$ cat config.mk
export PLATFORM = sky130hd
export DESIGN_NAME = correlator_top
export DESIGN_NICKNAME = d
export VERILOG_FILES = /design/src/logic/correlator_pkg.sv /design/src/logic/vis_push_if.sv /design/src/logic/vis_pop_if.sv /design/src/logic/sample_framer.sv /design/src/logic/correlate.sv /design/src/logic/visibility_fifo.sv /design/src/logic/visibility_sender.sv /design/src/logic/correlator_top.sv
export SDC_FILE = /design/constraint.sdc
export NUM_CORES = 1
export LEC_CHECK = 0
export BUFFER_PORTS_ARGS = -buffer_cell sky130_fd_sc_hd__buf_2
export CORE_MARGIN = 2
export CORE_UTILIZATION = 55
export CTS_BUF_LIST = sky130_fd_sc_hd__clkbuf_8
export CTS_CLUSTER_SIZE = 16
export DETAILED_ROUTE_END_ITERATION = 12
export GPL_TIMING_DRIVEN = 0
export PLACE_DENSITY = 0.73
export SYNTH_ARGS = -nofsm -noshare
export SYNTH_HDL_FRONTEND = slang
export SYNTH_HIERARCHICAL = 1
export SYNTH_SLANG_ARGS = --single-unit
$ cat constraint.sdc
create_clock -name clock -period 5.2 [get_ports clock]
set_clock_uncertainty 0.1 [all_clocks]
set_input_delay 0.26 -clock clock [delete_from_list [all_inputs] [get_ports clock]]
set_output_delay 0.26 -clock clock [all_outputs]
set_load 0.02 [all_outputs]
$ cat src/logic/correlator_pkg.sv
package correlator_pkg;

  // Handshake phase of the visibility sender
  typedef enum logic [1:0] {
    SEND_IDLE,
    SEND_REQ,
    SEND_RELEASE
  } sender_state_t;

  // Accumulator width in bits
  // 2**WIDTH must exceed twice the frame length
  parameter int DEFAULT_WIDTH = 8;

  // Samples per integration frame
  parameter int DEFAULT_LENGTH = 16;

  // Visibility FIFO entries
  parameter int DEFAULT_DEPTH = 4;

endpackage

$ cat src/logic/vis_push_if.sv
`timescale 1ns/1ps

// One visibility per valid cycle, no stall
interface vis_push_if #(
  parameter int WIDTH = correlator_pkg::DEFAULT_WIDTH
);

  logic             valid;
  logic [WIDTH-1:0] re;
  logic [WIDTH-1:0] im;

  modport source (
    output valid,
    output re,
    output im
  );

  modport sink (
    input valid,
    input re,
    input im
  );

endinterface

$ cat src/logic/vis_pop_if.sv
`timescale 1ns/1ps

// Head entry of the FIFO, removed by a one-cycle take
interface vis_pop_if #(
  parameter int WIDTH = correlator_pkg::DEFAULT_WIDTH
);

  logic             avail;
  logic             take;
  logic [WIDTH-1:0] re;
  logic [WIDTH-1:0] im;

  modport source (
    output avail,
    output re,
    output im,
    input  take
  );

  modport sink (
    input  avail,
    input  re,
    input  im,
    output take
  );

endinterface

$ cat src/logic/sample_framer.sv
`timescale 1ns/1ps

module sample_framer #(
  parameter int LENGTH = correlator_pkg::DEFAULT_LENGTH
) (
  input  logic clock_i,
  input  logic reset_i,
  input  logic sample_valid_i,
  input  logic ai_i,
  input  logic aq_i,
  input  logic bi_i,
  input  logic bq_i,
  output logic valid_o,
  output logic first_o,
  output logic last_o,
  output logic ai_o,
  output logic aq_o,
  output logic bi_o,
  output logic bq_o
);

  localparam int COUNT_W = (LENGTH > 1) ? $clog2(LENGTH) : 1;

  logic [COUNT_W-1:0] count_q;
  logic               at_first;
  logic               at_last;

  assign at_first = count_q == '0;
  assign at_last  = count_q == COUNT_W'(LENGTH - 1);

  // Sample position within the frame, only valid samples count
  always_ff @(posedge clock_i) begin
    if (reset_i) begin
      count_q <= '0;
    end else if (sample_valid_i) begin
      count_q <= at_last ? '0 : count_q + 1'b1;
    end
  end

  always_ff @(posedge clock_i) begin
    if (reset_i) begin
      valid_o <= 1'b0;
      first_o <= 1'b0;
      last_o  <= 1'b0;
    end else begin
      valid_o <= sample_valid_i;
      first_o <= sample_valid_i && at_first;
      last_o  <= sample_valid_i && at_last;
    end
  end

  // Sign bits, meaningful only with valid_o
  always_ff @(posedge clock_i) begin
    ai_o <= ai_i;
    aq_o <= aq_i;
    bi_o <= bi_i;
    bq_o <= bq_i;
  end

endmodule

$ cat src/logic/correlate.sv
`timescale 1ns/1ps

module correlate #(
  parameter int WIDTH = correlator_pkg::DEFAULT_WIDTH
) (
  input  logic       clock,
  input  logic       reset,
  input  logic       valid_i,
  input  logic       first_i,
  input  logic       last_i,
  input  logic       ai_i,
  input  logic       aq_i,
  input  logic       bi_i,
  input  logic       bq_i,
  vis_push_if.source push
);

  logic [3:0]       pattern;
  logic [1:0]       re_term;
  logic [1:0]       im_term;
  logic [1:0]       re_term_q;
  logic [1:0]       im_term_q;
  logic             valid_q;
  logic             first_q;
  logic             last_q;
  logic             push_valid_q;
  logic [WIDTH-1:0] re_sum_q;
  logic [WIDTH-1:0] im_sum_q;

  assign pattern = {ai_i, aq_i, bi_i, bq_i};

  // One-bit complex product A * conj(B), offset by one so terms are 0..2
  always_comb begin
    case (pattern)
      4'h0, 4'h5, 4'ha, 4'hf: re_term = 2'd2;
      4'h3, 4'h6, 4'h9, 4'hc: re_term = 2'd0;
      default:                re_term = 2'd1;
    endcase
    case (pattern)
      4'h1, 4'h7, 4'h8, 4'he: im_term = 2'd2;
      4'h2, 4'h4, 4'hb, 4'hd: im_term = 2'd0;
      default:                im_term = 2'd1;
    endcase
  end

  always_ff @(posedge clock) begin
    if (reset) begin
      valid_q      <= 1'b0;
      first_q      <= 1'b0;
      last_q       <= 1'b0;
      push_valid_q <= 1'b0;
    end else begin
      valid_q      <= valid_i;
      first_q      <= first_i;
      last_q       <= last_i;
      // Sums are final the cycle after the last term is added
      push_valid_q <= valid_q && last_q;
    end
  end

  // Stage one holds the terms
  always_ff @(posedge clock) begin
    if (valid_i) begin
      re_term_q <= re_term;
      im_term_q <= im_term;
    end
  end

  // Stage two restarts on the first sample of a frame
  always_ff @(posedge clock) begin
    if (valid_q) begin
      if (first_q) begin
        re_sum_q <= WIDTH'(re_term_q);
        im_sum_q <= WIDTH'(im_term_q);
      end else begin
        re_sum_q <= re_sum_q + WIDTH'(re_term_q);
        im_sum_q <= im_sum_q + WIDTH'(im_term_q);
      end
    end
  end

  assign push.valid = push_valid_q;
  assign push.re    = re_sum_q;
  assign push.im    = im_sum_q;

endmodule

$ cat src/logic/visibility_fifo.sv
`timescale 1ns/1ps

module visibility_fifo #(
  parameter int WIDTH = correlator_pkg::DEFAULT_WIDTH,
  parameter int DEPTH = correlator_pkg::DEFAULT_DEPTH
) (
  input  logic      clock,
  input  logic      reset,
  vis_push_if.sink  push,
  vis_pop_if.source pop,
  output logic      overflow_o
);

  localparam int PTR_W   = (DEPTH > 1) ? $clog2(DEPTH) : 1;
  localparam int COUNT_W = $clog2(DEPTH + 1);

  logic [WIDTH-1:0]   re_mem [DEPTH];
  logic [WIDTH-1:0]   im_mem [DEPTH];
  logic [PTR_W-1:0]   wr_ptr_q;
  logic [PTR_W-1:0]   rd_ptr_q;
  logic [COUNT_W-1:0] count_q;
  logic               full;
  logic               write_en;
  logic               read_en;

  // Wrap for any depth, not only powers of two
  function automatic logic [PTR_W-1:0] next_ptr(input logic [PTR_W-1:0] ptr);
    return (ptr == PTR_W'(DEPTH - 1)) ? '0 : ptr + 1'b1;
  endfunction

  assign full     = count_q == COUNT_W'(DEPTH);
  assign write_en = push.valid && !full;
  assign read_en  = pop.take && pop.avail;

  always_ff @(posedge clock) begin
    if (reset) begin
      wr_ptr_q   <= '0;
      rd_ptr_q   <= '0;
      count_q    <= '0;
      overflow_o <= 1'b0;
    end else begin
      if (write_en) begin
        wr_ptr_q <= next_ptr(wr_ptr_q);
      end
      if (read_en) begin
        rd_ptr_q <= next_ptr(rd_ptr_q);
      end
      case ({write_en, read_en})
        2'b10:   count_q <= count_q + 1'b1;
        2'b01:   count_q <= count_q - 1'b1;
        default: count_q <= count_q;
      endcase
      // Dropped visibility, held until reset
      if (push.valid && full) begin
        overflow_o <= 1'b1;
      end
    end
  end

  always_ff @(posedge clock) begin
    if (write_en) begin
      re_mem[wr_ptr_q] <= push.re;
      im_mem[wr_ptr_q] <= push.im;
    end
  end

  assign pop.avail = count_q != '0;
  assign pop.re    = re_mem[rd_ptr_q];
  assign pop.im    = im_mem[rd_ptr_q];

endmodule

$ cat src/logic/visibility_sender.sv
`timescale 1ns/1ps

module visibility_sender #(
  parameter int WIDTH = correlator_pkg::DEFAULT_WIDTH
) (
  input  logic             clock,
  input  logic             reset,
  vis_pop_if.sink          pop,
  output logic             vis_req_o,
  input  logic             vis_ack_i,
  output logic [WIDTH-1:0] vis_re_o,
  output logic [WIDTH-1:0] vis_im_o
);

  correlator_pkg::sender_state_t state_q;
  logic                          req_q;
  logic [WIDTH-1:0]              re_q;
  logic [WIDTH-1:0]              im_q;

  // Take the head entry only between handshakes
  assign pop.take = (state_q == correlator_pkg::SEND_IDLE) && pop.avail;

  always_ff @(posedge clock) begin
    if (reset) begin
      state_q <= correlator_pkg::SEND_IDLE;
      req_q   <= 1'b0;
    end else begin
      case (state_q)
        correlator_pkg::SEND_IDLE: begin
          if (pop.avail) begin
            state_q <= correlator_pkg::SEND_REQ;
            req_q   <= 1'b1;
          end
        end
        correlator_pkg::SEND_REQ: begin
          if (vis_ack_i) begin
            state_q <= correlator_pkg::SEND_RELEASE;
            req_q   <= 1'b0;
          end
        end
        correlator_pkg::SEND_RELEASE: begin
          // Wait for the receiver to drop ack
          if (!vis_ack_i) begin
            state_q <= correlator_pkg::SEND_IDLE;
          end
        end
        default: begin
          state_q <= correlator_pkg::SEND_IDLE;
          req_q   <= 1'b0;
        end
      endcase
    end
  end

  // Holding register, stable for the whole handshake
  always_ff @(posedge clock) begin
    if (pop.take) begin
      re_q <= pop.re;
      im_q <= pop.im;
    end
  end

  assign vis_req_o = req_q;
  assign vis_re_o  = re_q;
  assign vis_im_o  = im_q;

endmodule

$ cat src/logic/correlator_top.sv
`timescale 1ns/1ps

module correlator_top #(
  parameter int WIDTH  = correlator_pkg::DEFAULT_WIDTH,
  parameter int LENGTH = correlator_pkg::DEFAULT_LENGTH,
  parameter int DEPTH  = correlator_pkg::DEFAULT_DEPTH
) (
  input  logic             clock,
  input  logic             reset,
  input  logic             sample_valid_i,
  input  logic             ai_i,
  input  logic             aq_i,
  input  logic             bi_i,
  input  logic             bq_i,
  output logic             vis_req_o,
  input  logic             vis_ack_i,
  output logic [WIDTH-1:0] vis_re_o,
  output logic [WIDTH-1:0] vis_im_o,
  output logic             overflow_o
);

  // Framed samples
  logic frame_valid;
  logic frame_first;
  logic frame_last;
  logic frame_ai;
  logic frame_aq;
  logic frame_bi;
  logic frame_bq;

  vis_push_if #(.WIDTH(WIDTH)) push_if ();
  vis_pop_if #(.WIDTH(WIDTH)) pop_if ();

  sample_framer #(
    .LENGTH(LENGTH)
  ) framer_i (
    .clock_i       (clock),
    .reset_i       (reset),
    .sample_valid_i(sample_valid_i),
    .ai_i          (ai_i),
    .aq_i          (aq_i),
    .bi_i          (bi_i),
    .bq_i          (bq_i),
    .valid_o       (frame_valid),
    .first_o       (frame_first),
    .last_o        (frame_last),
    .ai_o          (frame_ai),
    .aq_o          (frame_aq),
    .bi_o          (frame_bi),
    .bq_o          (frame_bq)
  );

  correlate #(
    .WIDTH(WIDTH)
  ) correlate_i (
    .clock  (clock),
    .reset  (reset),
    .valid_i(frame_valid),
    .first_i(frame_first),
    .last_i (frame_last),
    .ai_i   (frame_ai),
    .aq_i   (frame_aq),
    .bi_i   (frame_bi),
    .bq_i   (frame_bq),
    .push   (push_if.source)
  );

  visibility_fifo #(
    .WIDTH(WIDTH),
    .DEPTH(DEPTH)
  ) fifo_i (
    .clock     (clock),
    .reset     (reset),
    .push      (push_if.sink),
    .pop       (pop_if.source),
    .overflow_o(overflow_o)
  );

  visibility_sender #(
    .WIDTH(WIDTH)
  ) sender_i (
    .clock    (clock),
    .reset    (reset),
    .pop      (pop_if.sink),
    .vis_req_o(vis_req_o),
    .vis_ack_i(vis_ack_i),
    .vis_re_o (vis_re_o),
    .vis_im_o (vis_im_o)
  );

endmodule

==> flow_summary.yaml, run 1 <==
floorplanning:
  die_x_um: 100.1
  design.core.area_um2: 9109
  initial_core_util_pct: 55.71
  die-area_um2: 10010
  die_height_um: 100.1
  rows: 35
  io_pins: 26
hold_path:
  hp-class: "input port to flop"
  whs_endpoint: "framer_i/count_q[0]"
  holdPathStages: 3
  hp-start: "sample_valid_i"
placed_design:
  io_buffer_count: 25
  dpl.hpwl_um: 5062
  gp_congestion: 0.7073
synth:
  yosys_warnings: 6
  netlist_area_um2: 5075
  avgSynthCellArea_um2: 16.58
  yosysMostFrequentCell: "edfxtp_1"
  synth_edf_count: 100
  async_flop_share_pct: 0
  yosysTopAreaCell: "edfxtp_1"
  ys_ff_latch: 128
  synth_flop_cell: "edfxtp_1"
  yosysSeqAreaShare_pct: 70.22
  syn_nets: 333
  syn_inst: 306
  netlist.area_leader.share_pct: 59.17
  yosys-top-cells-area: "edfxtp_1 (59%), dfxtp_1 (11%), mux4_2 (8.0%)"
  synth_cell_types: 40
  synth_commonest_cells: "edfxtp_1 (100), dfxtp_1 (28), inv_1 (21)"
sta:
  period_share_pct: 60.10
  relSlewSlack_pct: 42.52
  rsz0062_at_grt: "no"
  post-route-min-period_ns: 3.125
  worstMarginPinSlew_ns: 0.8609
  hold_viol_final: 0
  setup_viol_count_final: 0
  slew_violations: 0
  fmax_mhz: 320.0
  tns_ns: 0
power_and_ir_drop:
  powerDensity_nw_per_um2: 356.8
  ir_worst_vdd_mv: 0.2076
  power.leakage_nw: 2.070
grt:
  grt_max_degree: 18
  grt_overflow: 0
  antenna_found_initial: 0
  grt_first_pass_wirelength_um: 13190
  grt_pass1_vias: 2647
  track_usage_pct: 18.00
critical_path:
  critPathRequiredTime_ns: 5.46
  r2r-end: "fifo_i/count_q[2]"
  critPathLaunchType: "flop"
  path_class: "flop to flop"
  r2r_slack_ns: 2.07
  cp_data_arrival_time_ns: 3.38
  cp_max_fo: 7
  r2r_start: "fifo_i/count_q[0]"
  worstSetupEndpointType: "flop"
  ff2ff_path_depth: 10
drt:
  drc: 0
  drtIter0Drc: 159
  wirelength_um: 8114
  dr.pass1.iters: 4
  dr_total_vias: 2654
  wl_per_cell_um: 16.90
  vias_per_cell: 5.529
  antenna_left: 0
finish:
  final_util_pct: 64.02
  n_fill_cell: 675
  multi_input_area_um2: 1395
  drive_gt1_share_pct: 25.47
  syn2layout_area_growth_pct: 14.92
  ff_latch_area_um2: 3563
  antenna_cells: 0
  nets: 383
clocking:
  clk-insertion-delay-late_ns: 0.43
  cts_setup_buffers: 0
  cts_max_level: 4
  cts_buffer_depth: 2
  cts_resized: 0
  cts-root-buf: "clkbuf_8"
  cts.clk_slew.worst_paths_ns: 0.07
  clock_sinks: 128
  tritoncts: "yes"
  cts_made_buffers: 17
outcome:
  status: "finished clean"
job:
  drv_cap: 0
critical path, stage by stage (launching register included):
cell	delay [ns]
dfxtp_1	0.41
or3_2	0.16
nor3b_2	0.63
o31ai_1	0.30
inv_1	0.12
ha_1	0.19
inv_1	0.06
fa_1	0.37
xor2_1	0.16
or3_2	0.42
a21oi_1	0.15
layout by cell type, fill, tap and decap left out, types with 2 or more instances in the layout:
cell type,netlist,layout
inv_1,21,22
nand3_1,6,6
nand3b_1,2,2
nand2b_1,5,5
or3_1,5,5
dfxtp_1,28,28
nor2_1,17,17
buf_4,2,2
fa_1,3,3
clkinv_4,0,2
or4_1,2,2
nor2b_1,6,6
nand2_1,6,6
edfxtp_1,100,100
o31ai_1,3,3
nor4b_2,2,2
inv_2,2,2
and3_2,4,4
clkbuf_8,0,17
o21ai_0,7,7
mux2_2,2,2
dlygate4sd3_1,0,5
ha_1,16,16
mux2i_1,4,4
mux2_1,2,2
nor3_1,2,2
clkinv_2,0,3
xor2_1,9,9
mux4_2,18,18
bufinv_16,0,4
a21oi_1,13,13
clkbuf_1,4,4
buf_2,1,26
inv_6,0,2
clkinvlp_4,0,2
or3_2,2,2
a41oi_1,2,2
power breakdown:
group | total [mW] | switching [mW] | internal [mW]
sequential | 1.13 | 0.0151 | 1.11
clock | 0.899 | 0.379 | 0.520
combinational | 0.0555 | 0.0288 | 0.0267
total | 2.08 | 0.423 | 1.66
layer usage:
| metal | wire length (um) | GRT usage (%) |
|---|---|---|
| met5 | 0 | 0 |
| met4 | 161 | 7.482 |
| met3 | 367 | 5.432 |
| met2 | 4212 | 30.98 |
| met1 | 3372 | 21.20 |
layout make-up:
cell class | instances | area share (%)
multi-input cells | 148 | 23.92
clock buffers | 17 | 4.012
inverters | 23 | 1.480
flip-flops and latches | 128 | 61.10
repair buffers | 31 | 3.197
clock inverters | 15 | 3.304
well taps | 111 | 2.381
plain buffers | 7 | 0.6007
what timing repair did:
item,4_1_cts,5_1_grt
hold buffers,5,0
endpoints found under the setup margin,0,0
hold endpoints to repair,6,0
registers in the layout, indices dropped and copies added, names as in the netlist, 3 cells and up, named ones only:
signal / flops
fifo_i/count_q: 3
fifo_i/re_mem: 32
correlate_i/push.im: 8
correlate_i/push.re: 8
sender_i/vis_im_o: 8
framer_i/count_q: 4
sender_i/vis_re_o: 8
fifo_i/im_mem: 32
metrics by stage:
stage / instances / area (um^2) / hold WS, ns / setup slack (ns) / total power [mW]
floorplan: 306 / 5075 / 0.1877 / 1.437 / 1.182
global placement: 442 / 5339 / 0.2638 / 0.2523 / 1.197
detailed placement: 443 / 5355 / 0.2648 / 2.101 / 1.201
CTS: 480 / 5832 / 0.04265 / 2.081 / 2.101
global route: 480 / 5832 / 0.06025 / 1.841 / 2.147
finish: 480 / 5832 / 0.06005 / 2.075 / 2.081
kinds of logic (layout without fill, tap and decap cells):
kind of cell,after synthesis,in the layout,synth area share [%]
buffers and inverters,30,93,2.391
multiplexers,26,26,9.665
XOR/XNOR,10,10,1.726
adder cells (fa/ha/maj),19,19,5.128
flip-flops,128,128,70.22
AO/OA/AOI/OAI,28,28,3.378
AND/OR/NAND/NOR,65,65,7.495
worst max path at each step:
stage | from | endpoint | slack [ns]
3_3_place_gp | fifo_i/count_q[0] | fifo_i/count_q[2] | 0.25
6_report | fifo_i/count_q[0] | fifo_i/count_q[2] | 2.07
4_1_cts | fifo_i/count_q[0] | fifo_i/count_q[2] | 2.08
5_1_grt | fifo_i/count_q[2] | fifo_i/count_q[2] | 1.84
3_5_place_dp | fifo_i/count_q[0] | fifo_i/count_q[2] | 2.10
2_1_floorplan | fifo_i/count_q[0] | fifo_i/count_q[2] | 1.44
Power figures use the tool's default switching activity.
==> run 2, diff against run 1 <==
--- a/config.mk
+++ b/config.mk
@@ -5,6 +5,7 @@
 export SDC_FILE = /design/constraint.sdc
 export NUM_CORES = 1
 export LEC_CHECK = 0
+export ABC_AREA = 1
 export BUFFER_PORTS_ARGS = -buffer_cell sky130_fd_sc_hd__buf_2
 export CORE_MARGIN = 2
 export CORE_UTILIZATION = 55
==> constraint.sdc (replaced) <==
create_clock -name clock -period 3.1 [get_ports clock]
set_clock_uncertainty 0.1 [all_clocks]
set_input_delay 0.155 -clock clock [delete_from_list [all_inputs] [get_ports clock]]
set_output_delay 0.155 -clock clock [all_outputs]
set_load 0.02 [all_outputs]
==> run 2 against run 1 <==
Compared with the run above: die area is 2.6% higher; critical endpoint is now fifo_i/count_q[1]; non-clock buffer count grew 6; critical path depth shrank 1; total power up 59%.
==> flow_summary.yaml, run 2 <==
synth:
  syn_inst: 450
  yosysMostFrequentCell: "edfxtp_1"
  yosys_warnings: 6
  synth_flop_cell: "edfxtp_1"
  synth_simple_gate_area_share_pct: 13.23
  syn_nets: 477
  muxShareOfSynthArea_pct: 0
  synth_commonest_cells: "edfxtp_1 (100), nor2_1 (73), nand2_1 (56)"
  synth_edf_count: 100
  netlist_area_um2: 5212
  ys_ff_latch: 128
  yosysTopAreaCell: "edfxtp_1"
  synthXorXnorAreaFrac_pct: 0.6721
  synth_cell_types: 28
  avgSynthCellArea_um2: 11.58
  synth_compound_area_share_pct: 7.993
  synth_top_family_by_area: "simple AND/OR/NAND/NOR gates"
  yosys-top-cells-area: "edfxtp_1 (58%), dfxtp_1 (11%), nor2_1 (5.3%)"
  yosysSeqAreaShare_pct: 68.36
  netlist.area_leader.share_pct: 57.61
  async_flop_share_pct: 0
  synth_fa_ha_area_share_pct: 4.993
hold_path:
  hp-class: "input port to flop"
finish:
  antenna_cells: 0
  final_common_cell: "edfxtp_1"
  top_regs: "fifo_i/im_mem x32, fifo_i/re_mem x32"
  syn2layout_area_growth_pct: 14.26
  drive_gt1_share_pct: 17.44
  final_util_pct: 64.76
  nets: 530
  layout_common_cells: "edfxtp_1 (100), nor2_1 (69), nand2_1 (56)"
critical_path:
  critPathLaunchType: "flop"
  cp.buffers_inverters: 2
  slowest_delay_ns: 0.41
  critPathRequiredTime_ns: 3.37
  path_cells: "nor2_4 > nand2_1 > nand2_1 > clkinvlp_4 > a21boi_2 > ha_1 > inv_1 > fa_1 > a21oi_1"
  worstSetupEndpointType: "flop"
  cp-endpoint: "fifo_i/count_q[1]"
  path_class: "flop to flop"
  cp_max_fo: 19
  critPathLaunch: "fifo_i/count_q[1]"
  r2r_start: "fifo_i/count_q[1]"
  r2r-end: "fifo_i/count_q[1]"
  cpMostUsedCell: "nand2_1"
  critPathTopFamily: "adder cells"
  cp.depth: 9
  cp_data_arrival_time_ns: 2.84
  ff2ff_path_depth: 9
  r2r_slack_ns: 0.53
  cpMaxStageDelayCell: "fa_1"
sta:
  worstMarginPinSlew_ns: 0.9663
  tns_ns: 0
  fmax_mhz: 389.2
  period_share_pct: 82.88
  hold_viol_final: 0
  post-route-min-period_ns: 2.569
  setup_viol_count_final: 0
  relSlewSlack_pct: 35.51
  rsz0062_at_grt: "no"
  slew_violations: 0
grt:
  grt_pass1_vias: 3255
  grt_max_degree: 20
  track_usage_pct: 19.42
  antenna_found_initial: 0
  grt_first_pass_wirelength_um: 14820
  grt_overflow: 0
clocking:
  cts_buffer_depth: 2
  tritoncts: "yes"
  cts_made_buffers: 17
  cts-root-buf: "clkbuf_8"
  cts_max_level: 4
  cts_setup_buffers: 0
  cts.clk_slew.worst_paths_ns: 0.09
  clk-insertion-delay-late_ns: 0.43
  clock_sinks: 128
drt:
  wirelength_um: 9074
  antenna_left: 0
  wl_per_cell_um: 14.47
  drtIter0Drc: 102
  dr_total_vias: 3306
  dr.pass1.iters: 4
  vias_per_cell: 5.273
  drc: 0
floorplanning:
  die_height_um: 101.4
  die-area_um2: 10270
  design.core.area_um2: 9196
  die_x_um: 101.4
  initial_core_util_pct: 56.68
  io_pins: 26
  rows: 35
outcome:
  status: "finished clean"
job:
  drv_cap: 0
power_and_ir_drop:
  power.leakage_nw: 2.319
  powerDensity_nw_per_um2: 554.2
  ir_worst_vdd_mv: 0.3327
placed_design:
  io_buffer_count: 25
  gp_congestion: 0.7941
  dpl.hpwl_um: 5837
run 2: cell count changes after synthesis, moves of 15 or more:
cell,previous run,this run
o22ai_1,0,16
mux4_2,18,0
nor2_1,17,73
inv_1,21,48
nand2_1,6,56
o21ai_1,0,15
o21ai_0,7,27
run 2: worst min path at each step:
stage | end | start | depth (start not counted)
after floorplan | framer_i/ai_o | ai_i | 0
after global placement | framer_i/ai_o | ai_i | 1
after detailed placement | framer_i/aq_o | aq_i | 1
after CTS | framer_i/bq_o | bq_i | 2
after global routing | framer_i/bi_o | bi_i | 2
final | framer_i/aq_o | aq_i | 2
run 2: stage by stage:
step / power [mW] / hold WS (ns) / instances / worst slack [ns] / instance area, um^2
6_report: 3.301 / 0.2657 / 627 / 0.5307 / 5956
5_1_grt: 3.411 / 0.2439 / 627 / 0.2114 / 5956
4_1_cts: 3.330 / 0.2350 / 627 / 0.2880 / 5952
3_5_place_dp: 2.023 / 0.1594 / 587 / 0.3130 / 5502
3_3_place_gp: 2.015 / 0.1574 / 586 / 0.3676 / 5477
2_1_floorplan: 1.991 / 0.08272 / 450 / 0.7495 / 5213
run 2: routing by layer:
| metal | vias to the layer above | global-route usage (%) | routed length (um) |
|---|---|---|---|
| met5 | - | 0 | 0 |
| met4 | 0 | 7.900 | 97 |
| met3 | 9 | 5.314 | 439 |
| met2 | 74 | 33.32 | 4648 |
| met1 | 1569 | 23.28 | 3888 |
| li1 | 1654 | - | - |
run 2: cells by family (layout without fill, tap and decap cells):
kind of cell | count (synthesis) | after routing
AOI/OAI and AO/OA | 77 | 77
xor gates and xnor gates | 4 | 4
adders and majority gates | 19 | 19
buffers and inverters | 60 | 126
DFF | 128 | 128
and+or+nand+nor | 162 | 162
run 2: timing repair:
| item | CTS | global route |
|---|---|---|
| setup endpoints to repair | 0 | 1 |
| endpoints found under the hold margin | 19 | 0 |
| hold buffers | 8 | 0 |
| resized for setup | 0 | 1 |
run 2: cell type report:
| cell class | instances | area, um^2 |
|---|---|---|
| buffer | 10 | 60.06 |
| clock buffer | 17 | 234.0 |
| clock inverter | 15 | 136.4 |
| fill | 665 | 3241 |
| inverter | 50 | 191.4 |
| multi-input combinational | 262 | 1411 |
| sequential | 128 | 3563 |
| tap | 111 | 138.9 |
| timing repair buffer | 34 | 220.2 |
run 2: power breakdown:
group / switching, mW / total (mW) / internal [mW]
sequential: 0.0257 / 1.89 / 1.86
clock: 0.720 / 1.31 / 0.590
combinational: 0.0575 / 0.101 / 0.0439
run 2: worst register-to-register path, stage by stage, from the launching register on:
cell	delay [ns]
dfxtp_1	0.36
nor2_4	0.17
nand2_1	0.14
nand2_1	0.18
clkinvlp_4	0.40
a21boi_2	0.33
ha_1	0.20
inv_1	0.09
fa_1	0.41
a21oi_1	0.14
==> run 3, diff against run 2 <==
--- a/config.mk
+++ b/config.mk
@@ -13,7 +13,7 @@
 export CTS_CLUSTER_SIZE = 16
 export DETAILED_ROUTE_END_ITERATION = 12
 export GPL_TIMING_DRIVEN = 0
-export PLACE_DENSITY = 0.73
+export PLACE_DENSITY = 0.76
 export SYNTH_ARGS = -nofsm -noshare
 export SYNTH_HDL_FRONTEND = slang
 export SYNTH_HIERARCHICAL = 1
==> constraint.sdc (replaced) <==
create_clock -name clock -period 2.3 [get_ports clock]
set_clock_uncertainty 0.1 [all_clocks]
set_input_delay 0.115 -clock clock [delete_from_list [all_inputs] [get_ports clock]]
set_output_delay 0.115 -clock clock [all_outputs]
set_load 0.02 [all_outputs]
==> run 3 against run 2 <==
Compared with the run above: total power grew 38%; cell count grew 0.16%; die area is the same; non-clock buffer count grew 1; count of clock-buffer cells in the layout is the same; hold slack lost 0.042 ns; sequential cell count is the same; design area grew 0.86%; clock power grew 42%; core utilization grew 0.56 points; routed wire length shrank 0.52%; critical path type unchanged; highest routed layer unchanged.
==> flow_summary.yaml, run 3 (same netlist as run 2, synthesis figures left out) <==
outcome:
  status: "finished clean"
clocking:
  clock_sinks: 128
  cts_max_level: 4
  cts_buffer_depth: 2
  cts_made_buffers: 17
  cts-root-buf: "clkbuf_8"
  clk-insertion-delay-late_ns: 0.42
  tritoncts: "yes"
  cts.clk_slew.worst_paths_ns: 0.07
grt:
  grt_max_degree: 19
  grt_first_pass_wirelength_um: 14990
  grt_overflow: 0
  grt_pass1_vias: 3291
  antenna_found_initial: 0
  track_usage_pct: 19.60
drt:
  vias_per_cell: 5.261
  wl_per_cell_um: 14.37
  antenna_left: 0
  drtIter0Drc: 226
  dr_total_vias: 3304
  drc: 0
  dr.pass1.iters: 5
  wirelength_um: 9027
critical_path:
  worstSetupEndpointType: "flop"
  critPathRequiredTime_ns: 2.52
  critPathLaunch: "fifo_i/count_q[2]"
  cp-endpoint: "fifo_i/count_q[2]"
  critPathLaunchType: "flop"
  cp_max_fo: 4
  r2r_slack_ns: 0.16
  r2r_start: "fifo_i/count_q[2]"
  path_class: "flop to flop"
  cp_data_arrival_time_ns: 2.36
  r2r-end: "fifo_i/count_q[2]"
  ff2ff_path_depth: 14
floorplanning:
  design.core.area_um2: 9196
  die_x_um: 101.4
  initial_core_util_pct: 56.68
  io_pins: 26
  rows: 35
  die-area_um2: 10270
  die_height_um: 101.4
sta:
  rsz0062_at_grt: "no"
  slew_violations: 0
  tns_ns: 0
  relSlewSlack_pct: 39.10
  fmax_mhz: 467.6
  post-route-min-period_ns: 2.138
  worstMarginPinSlew_ns: 0.9126
  hold_slack_ns: 0.2233
  hold_viol_final: 0
  setup_ws_ns: 0.1616
  setup_viol_count_final: 0
  period_share_pct: 92.97
finish:
  final_util_pct: 65.32
  top_regs: "fifo_i/im_mem x32, fifo_i/re_mem x32"
  drive_gt1_share_pct: 18.57
  stdcell_area_um2: 6007
  nets: 531
  layout_common_cells: "edfxtp_1 (100), nor2_1 (69), nand2_1 (54)"
  syn2layout_area_growth_pct: 15.24
  final_common_cell: "edfxtp_1"
  antenna_cells: 0
  instances_no_fill: 628
placed_design:
  io_buffer_count: 25
  dpl.hpwl_um: 5837
  dp_cells: 587
  place_ws_ns: -0.2986
  postPlaceCellArea_um2: 5505
  gp_congestion: 0.7921
power_and_ir_drop:
  ir_worst_vdd_mv: 0.3866
  p_total_mw: 4.546
  powerDensity_nw_per_um2: 756.8
  power.leakage_nw: 2.332
hold_path:
  hp-class: "input port to flop"
job:
  drv_cap: 0
run 3: worst min path at each step:
| stage | from | to | slack, ns | cells after the start |
|---|---|---|---|---|
| 3_5_place_dp | ai_i | framer_i/ai_o | 0.12 | 1 |
| 4_1_cts | aq_i | framer_i/aq_o | 0.20 | 2 |
| 5_1_grt | ai_i | framer_i/ai_o | 0.19 | 2 |
| 3_3_place_gp | ai_i | framer_i/ai_o | 0.12 | 1 |
| 2_1_floorplan | ai_i | framer_i/ai_o | 0.04 | 0 |
| 6_report | aq_i | framer_i/aq_o | 0.22 | 2 |
run 3: cell type report:
| type | instances | area (um^2) |
|---|---|---|
| buffer | 10 | 60.06 |
| sequential | 128 | 3566 |
| fill | 651 | 3189 |
| multi-input combinational | 262 | 1426 |
| clock buffer | 17 | 234.0 |
| timing repair buffer | 35 | 227.7 |
| clock inverter | 15 | 162.7 |
| inverter | 50 | 191.4 |
| tap | 111 | 138.9 |
run 3: what timing repair did:
item                                    CTS  global route
buffers inserted                          1             0
resized for setup                         0             6
endpoints found under the hold margin    19             0
hold buffers                              8             0
endpoints found under the setup margin    3             1
run 3: layer usage:
metal / wire length, um / part of all wire [%] / GRT usage [%]
met1: 3704 / 41 / 22.43
met4: 138 / 1.5 / 8.836
met3: 620 / 6.9 / 6.694
met2: 4563 / 51 / 33.42
met5: 0 / 0 / 0
run 3: report_power, final:
part	leakage (nW)	internal [mW]	switching (mW)
clock network	0.193	0.975	0.889
registers	1.13	2.51	0.0338
logic	1.01	0.0586	0.0777
run 3: critical path, cell delays in order (launching register included):
cell and delay (ns):
dfxtp_2 0.36, inv_1 0.10, nand2_2 0.13, nand2_2 0.10
clkinvlp_4 0.09, a21boi_4 0.19, ha_2 0.20, inv_1 0.06
fa_1 0.38, inv_1 0.07, nand2_1 0.06, nand3_1 0.06
nand2_1 0.05, inv_1 0.05, nor2_1 0.03
